**src/common/rv_isa_pkg.sv**
```systemverilog
package rv_isa_pkg;

  localparam int xlen       = 32;
  localparam int reg_addr_w = 5;
  localparam int funct3_w   = 3;
  localparam int funct7_w   = 7;
  localparam int shamt_w    = 5;

  // Base opcodes, inst[6:0]
  typedef enum logic [6:0] {
    lui      = 7'b0110111,
    auipc    = 7'b0010111,
    jal      = 7'b1101111,
    jalr     = 7'b1100111,
    branch   = 7'b1100011,
    load     = 7'b0000011,
    store    = 7'b0100011,
    op_imm   = 7'b0010011,
    op       = 7'b0110011,
    misc_mem = 7'b0001111,
    system   = 7'b1110011
  } opcode_e;

  localparam logic [funct3_w-1:0] f3_beq  = 3'b000;
  localparam logic [funct3_w-1:0] f3_bne  = 3'b001;
  localparam logic [funct3_w-1:0] f3_blt  = 3'b100;
  localparam logic [funct3_w-1:0] f3_bge  = 3'b101;
  localparam logic [funct3_w-1:0] f3_bltu = 3'b110;
  localparam logic [funct3_w-1:0] f3_bgeu = 3'b111;

  localparam logic [funct3_w-1:0] f3_byte  = 3'b000; // Loads and stores
  localparam logic [funct3_w-1:0] f3_half  = 3'b001;
  localparam logic [funct3_w-1:0] f3_word  = 3'b010;
  localparam logic [funct3_w-1:0] f3_byteu = 3'b100;
  localparam logic [funct3_w-1:0] f3_halfu = 3'b101;

  localparam logic [funct3_w-1:0] f3_add_sub = 3'b000;
  localparam logic [funct3_w-1:0] f3_sll     = 3'b001;
  localparam logic [funct3_w-1:0] f3_slt     = 3'b010;
  localparam logic [funct3_w-1:0] f3_sltu    = 3'b011;
  localparam logic [funct3_w-1:0] f3_xor     = 3'b100;
  localparam logic [funct3_w-1:0] f3_srl_sra = 3'b101;
  localparam logic [funct3_w-1:0] f3_or      = 3'b110;
  localparam logic [funct3_w-1:0] f3_and     = 3'b111;

  localparam logic [funct7_w-1:0] f7_base = 7'b0000000;
  localparam logic [funct7_w-1:0] f7_alt  = 7'b0100000; // sub, sra, srai

endpackage

```
**src/common/idu_pkg.sv**
```systemverilog
package idu_pkg;

  // One code per RV32I operation
  typedef enum logic [5:0] {
    op_lui,
    op_auipc,
    op_jal,
    op_jalr,
    op_beq, op_bne, op_blt, op_bge, op_bltu, op_bgeu,
    op_lb, op_lh, op_lw, op_lbu, op_lhu,
    op_sb, op_sh, op_sw,
    op_addi, op_slti, op_sltiu, op_xori, op_ori, op_andi,
    op_slli, op_srli, op_srai,
    op_add, op_sub, op_sll, op_slt, op_sltu,
    op_xor, op_srl, op_sra, op_or, op_and,
    op_fence,
    op_ecall,
    op_ebreak,
    op_illegal
  } op_e;

  // Which fields an operation carries
  typedef enum logic [2:0] {
    fmt_r,
    fmt_i,
    fmt_i_shift,
    fmt_s,
    fmt_b,
    fmt_u,
    fmt_j,
    fmt_none
  } fmt_e;

endpackage

```
**src/hdl/inst_classifier.sv**
```systemverilog
`timescale 1ns/100ps

module inst_classifier (
  input  logic                        clk,
  input  logic                        rst_n,
  input  logic                        ifu_vld,
  input  logic [rv_isa_pkg::xlen-1:0] ifu_inst,
  input  logic                        idu_rdy,
  output logic                        cls_vld,
  output idu_pkg::op_e                cls_op,
  output logic [rv_isa_pkg::xlen-1:0] cls_inst
);
  import rv_isa_pkg::*;
  import idu_pkg::*;

  logic [funct3_w-1:0] f3;
  logic [funct7_w-1:0] f7;
  op_e                 dec_op;

  assign f3 = ifu_inst[14:12];
  assign f7 = ifu_inst[31:25];

  always_comb begin
    dec_op = op_illegal; // Anything not matched below
    case (ifu_inst[6:0])
      lui:   dec_op = op_lui;
      auipc: dec_op = op_auipc;
      jal:   dec_op = op_jal;
      jalr:  dec_op = op_jalr;
      branch: begin
        case (f3)
          f3_beq:  dec_op = op_beq;
          f3_bne:  dec_op = op_bne;
          f3_blt:  dec_op = op_blt;
          f3_bge:  dec_op = op_bge;
          f3_bltu: dec_op = op_bltu;
          f3_bgeu: dec_op = op_bgeu;
          default: ;
        endcase
      end
      load: begin
        case (f3)
          f3_byte:  dec_op = op_lb;
          f3_half:  dec_op = op_lh;
          f3_word:  dec_op = op_lw;
          f3_byteu: dec_op = op_lbu;
          f3_halfu: dec_op = op_lhu;
          default: ;
        endcase
      end
      store: begin
        case (f3)
          f3_byte: dec_op = op_sb;
          f3_half: dec_op = op_sh;
          f3_word: dec_op = op_sw;
          default: ;
        endcase
      end
      op_imm: begin
        case (f3)
          f3_add_sub: dec_op = op_addi;
          f3_slt:     dec_op = op_slti;
          f3_sltu:    dec_op = op_sltiu;
          f3_xor:     dec_op = op_xori;
          f3_or:      dec_op = op_ori;
          f3_and:     dec_op = op_andi;
          f3_sll:     dec_op = op_slli;
          f3_srl_sra: begin
            if (f7 == f7_base) dec_op = op_srli;
            else if (f7 == f7_alt) dec_op = op_srai;
          end
          default: ;
        endcase
      end
      op: begin
        case (f3)
          f3_add_sub: begin
            if (f7 == f7_base) dec_op = op_add;
            else if (f7 == f7_alt) dec_op = op_sub;
          end
          f3_sll:  dec_op = op_sll;
          f3_slt:  dec_op = op_slt;
          f3_sltu: dec_op = op_sltu;
          f3_xor:  dec_op = op_xor;
          f3_srl_sra: begin
            if (f7 == f7_base) dec_op = op_srl;
            else if (f7 == f7_alt) dec_op = op_sra;
          end
          f3_or:   dec_op = op_or;
          f3_and:  dec_op = op_and;
          default: ;
        endcase
      end
      misc_mem: dec_op = op_fence;
      system:   dec_op = ifu_inst[20] ? op_ebreak : op_ecall; // imm[0] splits the pair
      default: ;
    endcase
  end

  always_ff @(posedge clk) begin
    if (!rst_n) begin
      cls_vld <= 1'b0;
    end else begin
      cls_vld <= ifu_vld & idu_rdy; // Strobes during !idu_rdy are lost
    end
  end

  always_ff @(posedge clk) begin
    cls_op   <= dec_op;
    cls_inst <= ifu_inst;
  end

endmodule

```
**src/inst_queue/inst_queue.sv**
```systemverilog
`timescale 1ns/100ps

module inst_queue #(
  parameter int QUEUE_DEPTH = 4
) (
  input  logic                        clk,
  input  logic                        rst_n,
  input  logic                        push,
  input  idu_pkg::op_e                push_op,
  input  logic [rv_isa_pkg::xlen-1:0] push_inst,
  input  logic                        pop,
  output logic                        empty,
  output idu_pkg::op_e                head_op,
  output logic [rv_isa_pkg::xlen-1:0] head_inst,
  output logic                        rdy
);
  import rv_isa_pkg::*;
  import idu_pkg::*;

  localparam int ptr_w = $clog2(QUEUE_DEPTH);
  localparam int cnt_w = ptr_w + 1;

  op_e              mem_op   [QUEUE_DEPTH];
  logic [xlen-1:0]  mem_inst [QUEUE_DEPTH];
  logic [ptr_w-1:0] wr_ptr;
  logic [ptr_w-1:0] rd_ptr;
  logic [cnt_w-1:0] count;

  always_ff @(posedge clk) begin
    if (push) begin
      mem_op[wr_ptr]   <= push_op;
      mem_inst[wr_ptr] <= push_inst;
    end
  end

  // Pointers wrap on their own, depth is a power of two
  always_ff @(posedge clk) begin
    if (!rst_n) begin
      wr_ptr <= '0;
      rd_ptr <= '0;
      count  <= '0;
    end else begin
      if (push) begin
        wr_ptr <= wr_ptr + 1'b1;
      end
      if (pop) begin
        rd_ptr <= rd_ptr + 1'b1;
      end
      case ({push, pop})
        2'b10:   count <= count + 1'b1;
        2'b01:   count <= count - 1'b1;
        default: count <= count; // Both or neither
      endcase
    end
  end

  assign empty     = (count == '0);
  assign head_op   = mem_op[rd_ptr];
  assign head_inst = mem_inst[rd_ptr];

  // Keep a slot spare for the instruction still in the classifier
  assign rdy = (cnt_w'(QUEUE_DEPTH) - count) >= cnt_w'(2);

endmodule

```
**src/hdl/field_extractor.sv**
```systemverilog
`timescale 1ns/100ps

module field_extractor (
  input  logic                              clk,
  input  logic                              rst_n,
  input  logic                              idu_req,
  input  logic                              q_empty,
  input  idu_pkg::op_e                      q_op,
  input  logic [rv_isa_pkg::xlen-1:0]       q_inst,
  output logic                              q_pop,
  output logic                              idu_vld,
  output idu_pkg::op_e                      op,
  output logic [rv_isa_pkg::xlen-1:0]       imm,
  output logic [rv_isa_pkg::reg_addr_w-1:0] rs1,
  output logic [rv_isa_pkg::reg_addr_w-1:0] rs2,
  output logic [rv_isa_pkg::reg_addr_w-1:0] rd,
  output logic [rv_isa_pkg::funct3_w-1:0]   funct3,
  output logic [rv_isa_pkg::funct7_w-1:0]   funct7,
  output logic [rv_isa_pkg::shamt_w-1:0]    shamt
);
  import rv_isa_pkg::*;
  import idu_pkg::*;

  fmt_e                  fmt;
  logic [xlen-1:0]       nxt_imm;
  logic [reg_addr_w-1:0] nxt_rs1;
  logic [reg_addr_w-1:0] nxt_rs2;
  logic [reg_addr_w-1:0] nxt_rd;
  logic [funct3_w-1:0]   nxt_funct3;
  logic [funct7_w-1:0]   nxt_funct7;
  logic [shamt_w-1:0]    nxt_shamt;

  assign q_pop = idu_req & ~q_empty;

  always_comb begin
    case (q_op)
      op_lui, op_auipc: fmt = fmt_u;
      op_jal:           fmt = fmt_j;
      op_beq, op_bne, op_blt, op_bge, op_bltu, op_bgeu: fmt = fmt_b;
      op_sb, op_sh, op_sw: fmt = fmt_s;
      op_slli, op_srli, op_srai: fmt = fmt_i_shift;
      op_jalr, op_lb, op_lh, op_lw, op_lbu, op_lhu,
      op_addi, op_slti, op_sltiu, op_xori, op_ori, op_andi,
      op_fence: fmt = fmt_i; // FENCE keeps fm/pred/succ in imm[11:0]
      op_add, op_sub, op_sll, op_slt, op_sltu,
      op_xor, op_srl, op_sra, op_or, op_and: fmt = fmt_r;
      default: fmt = fmt_none; // ecall, ebreak, illegal
    endcase
  end

  // Immediate bits at architectural positions, no sign extension
  always_comb begin
    nxt_imm    = '0;
    nxt_rs1    = '0;
    nxt_rs2    = '0;
    nxt_rd     = '0;
    nxt_funct3 = '0;
    nxt_funct7 = '0;
    nxt_shamt  = '0;
    case (fmt)
      fmt_r: begin
        nxt_funct7 = q_inst[31:25];
        nxt_rs2    = q_inst[24:20];
        nxt_rs1    = q_inst[19:15];
        nxt_funct3 = q_inst[14:12];
        nxt_rd     = q_inst[11:7];
      end
      fmt_i: begin
        nxt_imm[11:0] = q_inst[31:20];
        nxt_rs1       = q_inst[19:15];
        nxt_funct3    = q_inst[14:12];
        nxt_rd        = q_inst[11:7];
      end
      fmt_i_shift: begin
        nxt_funct7 = q_inst[31:25];
        nxt_shamt  = q_inst[24:20];
        nxt_rs1    = q_inst[19:15];
        nxt_funct3 = q_inst[14:12];
        nxt_rd     = q_inst[11:7];
      end
      fmt_s: begin
        nxt_imm[11:5] = q_inst[31:25];
        nxt_imm[4:0]  = q_inst[11:7];
        nxt_rs2       = q_inst[24:20];
        nxt_rs1       = q_inst[19:15];
        nxt_funct3    = q_inst[14:12];
      end
      fmt_b: begin
        nxt_imm[12]   = q_inst[31];
        nxt_imm[10:5] = q_inst[30:25];
        nxt_imm[4:1]  = q_inst[11:8];
        nxt_imm[11]   = q_inst[7];
        nxt_rs2       = q_inst[24:20];
        nxt_rs1       = q_inst[19:15];
        nxt_funct3    = q_inst[14:12];
      end
      fmt_u: begin
        nxt_imm[31:12] = q_inst[31:12];
        nxt_rd         = q_inst[11:7];
      end
      fmt_j: begin
        nxt_imm[20]    = q_inst[31];
        nxt_imm[10:1]  = q_inst[30:21];
        nxt_imm[11]    = q_inst[20];
        nxt_imm[19:12] = q_inst[19:12];
        nxt_rd         = q_inst[11:7];
      end
      default: ;
    endcase
  end

  always_ff @(posedge clk) begin
    if (!rst_n) begin
      idu_vld <= 1'b0;
      op      <= op_illegal;
      imm     <= '0;
      rs1     <= '0;
      rs2     <= '0;
      rd      <= '0;
      funct3  <= '0;
      funct7  <= '0;
      shamt   <= '0;
    end else begin
      idu_vld <= q_pop;
      if (q_pop) begin // Outputs hold between pops
        op     <= q_op;
        imm    <= nxt_imm;
        rs1    <= nxt_rs1;
        rs2    <= nxt_rs2;
        rd     <= nxt_rd;
        funct3 <= nxt_funct3;
        funct7 <= nxt_funct7;
        shamt  <= nxt_shamt;
      end
    end
  end

endmodule

```
**src/hdl/idu_top.sv**
```systemverilog
`timescale 1ns/100ps

module idu_top #(
  parameter int QUEUE_DEPTH = 4
) (
  input  logic                              clk,
  input  logic                              rst_n,
  input  logic                              ifu_vld,
  input  logic [rv_isa_pkg::xlen-1:0]       ifu_inst,
  input  logic                              idu_req,
  output logic                              idu_rdy,
  output logic                              idu_vld,
  output idu_pkg::op_e                      op,
  output logic [rv_isa_pkg::xlen-1:0]       imm,
  output logic [rv_isa_pkg::reg_addr_w-1:0] rs1,
  output logic [rv_isa_pkg::reg_addr_w-1:0] rs2,
  output logic [rv_isa_pkg::reg_addr_w-1:0] rd,
  output logic [rv_isa_pkg::funct3_w-1:0]   funct3,
  output logic [rv_isa_pkg::funct7_w-1:0]   funct7,
  output logic [rv_isa_pkg::shamt_w-1:0]    shamt
);
  import rv_isa_pkg::*;
  import idu_pkg::*;

  logic            cls_vld;
  op_e             cls_op;
  logic [xlen-1:0] cls_inst;
  logic            q_empty;
  op_e             q_op;
  logic [xlen-1:0] q_inst;
  logic            q_pop;

  inst_classifier u_classifier (
    .clk      (clk),
    .rst_n    (rst_n),
    .ifu_vld  (ifu_vld),
    .ifu_inst (ifu_inst),
    .idu_rdy  (idu_rdy),
    .cls_vld  (cls_vld),
    .cls_op   (cls_op),
    .cls_inst (cls_inst)
  );

  inst_queue #(
    .QUEUE_DEPTH (QUEUE_DEPTH)
  ) u_queue (
    .clk       (clk),
    .rst_n     (rst_n),
    .push      (cls_vld),
    .push_op   (cls_op),
    .push_inst (cls_inst),
    .pop       (q_pop),
    .empty     (q_empty),
    .head_op   (q_op),
    .head_inst (q_inst),
    .rdy       (idu_rdy)
  );

  field_extractor u_extractor (
    .clk     (clk),
    .rst_n   (rst_n),
    .idu_req (idu_req),
    .q_empty (q_empty),
    .q_op    (q_op),
    .q_inst  (q_inst),
    .q_pop   (q_pop),
    .idu_vld (idu_vld),
    .op      (op),
    .imm     (imm),
    .rs1     (rs1),
    .rs2     (rs2),
    .rd      (rd),
    .funct3  (funct3),
    .funct7  (funct7),
    .shamt   (shamt)
  );

endmodule

```
**config.mk**
```make
export PLATFORM = sky130hd
export DESIGN_NAME = idu_top
export DESIGN_NICKNAME = d
export VERILOG_FILES = /design/src/common/rv_isa_pkg.sv /design/src/common/idu_pkg.sv /design/src/hdl/inst_classifier.sv /design/src/inst_queue/inst_queue.sv /design/src/hdl/field_extractor.sv /design/src/hdl/idu_top.sv
export SDC_FILE = /design/constraint.sdc
export NUM_CORES = 1
export LEC_CHECK = 0
export ABC_AREA = 1
export BUFFER_PORTS_ARGS = -buffer_cell sky130_fd_sc_hd__buf_4
export CAP_MARGIN = 20
export CORE_MARGIN = 5
export CORE_UTILIZATION = 57
export DETAILED_ROUTE_END_ITERATION = 12
export PLACE_DENSITY = 0.74
export SKIP_CTS_REPAIR_TIMING = 1
export SYNTH_ARGS = -nofsm -noshare
export SYNTH_HDL_FRONTEND = slang
export SYNTH_SLANG_ARGS = --single-unit
export TNS_END_PERCENT = 100
```
**constraint.sdc**
```tcl
create_clock -name clk -period 3 [get_ports clk]
set_input_delay 0.3 -clock clk [delete_from_list [all_inputs] [get_ports clk]]
set_output_delay 0.3 -clock clk [all_outputs]
set_load 0.05 [all_outputs]
```
==> flow_metrics.py <==
metrics = {
    "place": {
        "io_buffers": 105,
        "dp_hpwl_um": 13400,
        "gp_congestion": 0.892,
    },
    "timing": {
        "setup_tns_ns": 0,
        "worst_pin_slew_ns": 0.762,
        "clock.fmax_ghz": 0.370,
        "finalCritPeriodShare_pct": 90.0,
        "rsz0062_at_grt": "no",
        "fin_crit_ns": 2.70,
        "setup_violations": 0,
        "worst_clock_skew_ns": 0.00876,
        "slew_violations": 0,
        "slew_headroom_pct": 49.1,
        "hold_viol_final": 0,
    },
    "job": {
        "drv_cap": 0,
    },
    "synthesis": {
        "synth_top_family_by_area": "simple AND/OR/NAND/NOR gates",
        "seq_area_frac_synth_pct": 64.8,
        "yosys_warnings": 0,
        "synth_fa_ha_area_share_pct": 1.86,
        "syn_area_per_cell_um2": 10.1,
        "async_flop_share_pct": 0,
        "synthFlopType": "edfxtp_1",
        "ys_ff_latch": 234,
        "synth_fp_nets": 951,
        "syn_inst": 902,
        "synth_edf_count": 124,
        "synthXorXnorAreaFrac_pct": 0.0957,
        "synthMuxAreaShare_pct": 0,
        "syn_area_mm2": 0.00915,
        "synth_simple_gate_area_share_pct": 17.1,
        "synth_cell_types": 45,
        "synth_compound_area_share_pct": 11.8,
    },
    "cells_and_area": {
        "nets": 1085,
        "seqCellArea_mm2": 0.00593,
        "final_common_cell": "nand2_1",
        "fillers": 1170,
        "multi_input_area_mm2": 0.00282,
        "drive_gt1_share_pct": 18.3,
        "antennaDiodeCount": 0,
        "area_growth_pct": 22.7,
        "final_cell_mix": "235 x nand2_1, 124 x edfxtp_1, 122 x buf_4, 113 x a21oi_1, 108 x dfxtp_1",
    },
    "power_and_ir_drop": {
        "power.leakage_nw": 4.42,
        "finalPower_mw": 10.6,
        "powerDensity_mw_per_mm2": 946,
        "vdd_drop_max_mv": 0.555,
    },
    "global_routing": {
        "grt_pass1_vias": 6360,
        "grtUsageTotal_pct": 21.6,
        "grt_pass1_wl_um": 32300,
        "grt_overflow": 0,
        "grt_max_degree": 55,
        "antenna_found_initial": 0,
    },
    "routing": {
        "routed-wl-met3_um": 1270,
        "via_per_inst": 5.38,
        "firstDrtPassIters": 5,
        "route.antenna.remaining_nets": 0,
        "wl_met2_um": 9810,
        "avgRoutedWirePerCell_um": 16.2,
        "maxUsedRoutingLayer": "met4",
        "wl_um": 20600,
        "drc": 0,
        "dr.first_iter.drc_count": 512,
        "wl_met1_um": 9170,
        "via_count": 6835,
    },
    "cts": {
        "clock_latency_ns": 0.50,
        "cts.sinks": 234,
        "cts_inserted_buffers": 24,
        "htree_levels": 1,
        "cts_root_buf": "clkbuf_16",
        "cts_tree": "yes",
        "ctsLongestPathBuffers": 3,
        "clkTransAtPathRegs_ns": 0.06,
    },
    "critical_path": {
        "critPathLaunchType": "flip-flop",
        "worstPathArrival_ns": 3.13,
        "critical_path_peak_fanout": 22,
        "critPathCaptureType": "flip-flop",
        "critPathRequiredTime_ns": 3.43,
        "worstSetupPathType": "reg -> reg",
    },
    "floorplan": {
        "num_io_pins": 106,
        "die_w_um": 137,
        "core_mm2": 0.0158,
        "row_count": 46,
        "start_util_pct": 57.8,
        "die-area_mm2": 0.0187,
        "die_h_um": 137,
    },
    "min_path": {
        "min_path_type": "in -> reg",
    },
    "outcome": {
        "run_status": "complete, no violations",
    },
}
[power by group]
group          switching (mW)  total, mW  internal (mW)
clock                    1.15       2.98           1.83
sequential              0.190       3.97           3.78
combinational            2.64       3.67           1.03
[kinds of logic after synthesis]
kind of cell | Yosys count
adders and majority gates | 13
xor gates and xnor gates | 1
and+or+nand+nor | 366
buffers and inverters | 99
DFF | 234
AOI/OAI and AO/OA | 189
[cell type report]
class,count,share of cell area [%]
Clock inverter,9,0.892
Timing Repair Buffer,147,10.4
Multi-Input combinational cell,569,25.1
Tap cell,216,2.41
Sequential cell,234,52.8
Clock buffer,35,6.37
Inverter,60,2.03
[through the flow]
stage               cell area (um2)  hold slack, ns  std cells  utilization [%]  worst slack (ns)
finish                        11200          0.0252       1270             70.9             0.300
global route                  11200          0.0255       1270             70.9            0.0295
floorplan                      9150           0.328        902                -             0.458
detailed placement            10200           0.406       1201             64.2             0.246
CTS                           11000          -0.120       1245             69.3             0.196
global placement              10200           0.404       1201             64.2             0.379
[synthesized netlist by cell type, types with 2 or more instances]
cell type	n	area, um2
o21ai_1	2	10.0
nand2_4	4	45.0
nor3_1	9	45.0
o21ai_0	31	155
a221oi_1	16	140
ha_1	12	150
o211ai_1	3	22.5
nand4_1	4	25.0
dfxtp_1	110	2200
a21oi_1	113	566
buf_4	2	15.0
nand4_2	2	25.0
nand2_1	235	882
edfxtp_1	124	3720
nand2_2	6	37.5
clkbuf_1	23	86.3
nand3_1	29	145
a31oi_1	3	18.8
a22oi_1	3	22.5
o22ai_1	6	37.5
nor2_1	56	210
a32oi_1	4	35.0
or2_2	15	93.8
buf_2	11	55.1
inv_1	58	218
buf_1	2	7.51
[critical path, stage by stage (launching register included)]
cell     delay [ns]
dfxtp_2        0.33
inv_2          0.15
or2_1          0.25
nand2_1        0.07
nand2_1        0.10
inv_1          0.14
nand2_1        0.09
nor3_1         0.14
o21ai_0        0.10
nand3_1        0.08
nand2_1        0.10
inv_1          0.10
ha_1           0.26
nand3_2        0.14
nand2_1        0.27
nand2_1        0.11
nand2_1        0.09
nand2_1        0.05
o21ai_1        0.06
[flip-flops by register name, indices dropped and copies added, names as in the netlist, named ones only]
register	flops
u_queue.mem_op	24
u_classifier.cls_vld	1
u_classifier.cls_op	6
u_extractor.funct7	7
u_extractor.rs1	5
u_classifier.cls_inst	25
u_extractor.imm	32
u_queue.rd_ptr	2
u_extractor.funct3	3
u_extractor.rd	5
u_queue.wr_ptr	2
u_queue.mem_inst	100
u_queue.count	3
u_extractor.idu_vld	1
u_extractor.shamt	5
u_extractor.rs2	5
u_extractor.op	6
[metal layers]
metal	vias to the layer above	global-route usage, %
met5	-	0
met4	0	5.99
met2	230	35.1
li1	3364	-
met1	3201	30.4
met3	40	3.46
[final timing paths]
path	end	startpoint	slack, ns	depth (start not counted)
setup / recovery	u_extractor.imm[12]	flip-flop	0.30	18
hold / removal	u_classifier.cls_vld	ifu_vld	0.03	3
setup reg to reg	u_extractor.imm[12]	flip-flop	0.30	18
hold reg to reg	u_extractor.imm[29]	u_extractor.imm[29]	0.46	2
Note: power is estimated with default switching activity, not from simulation.
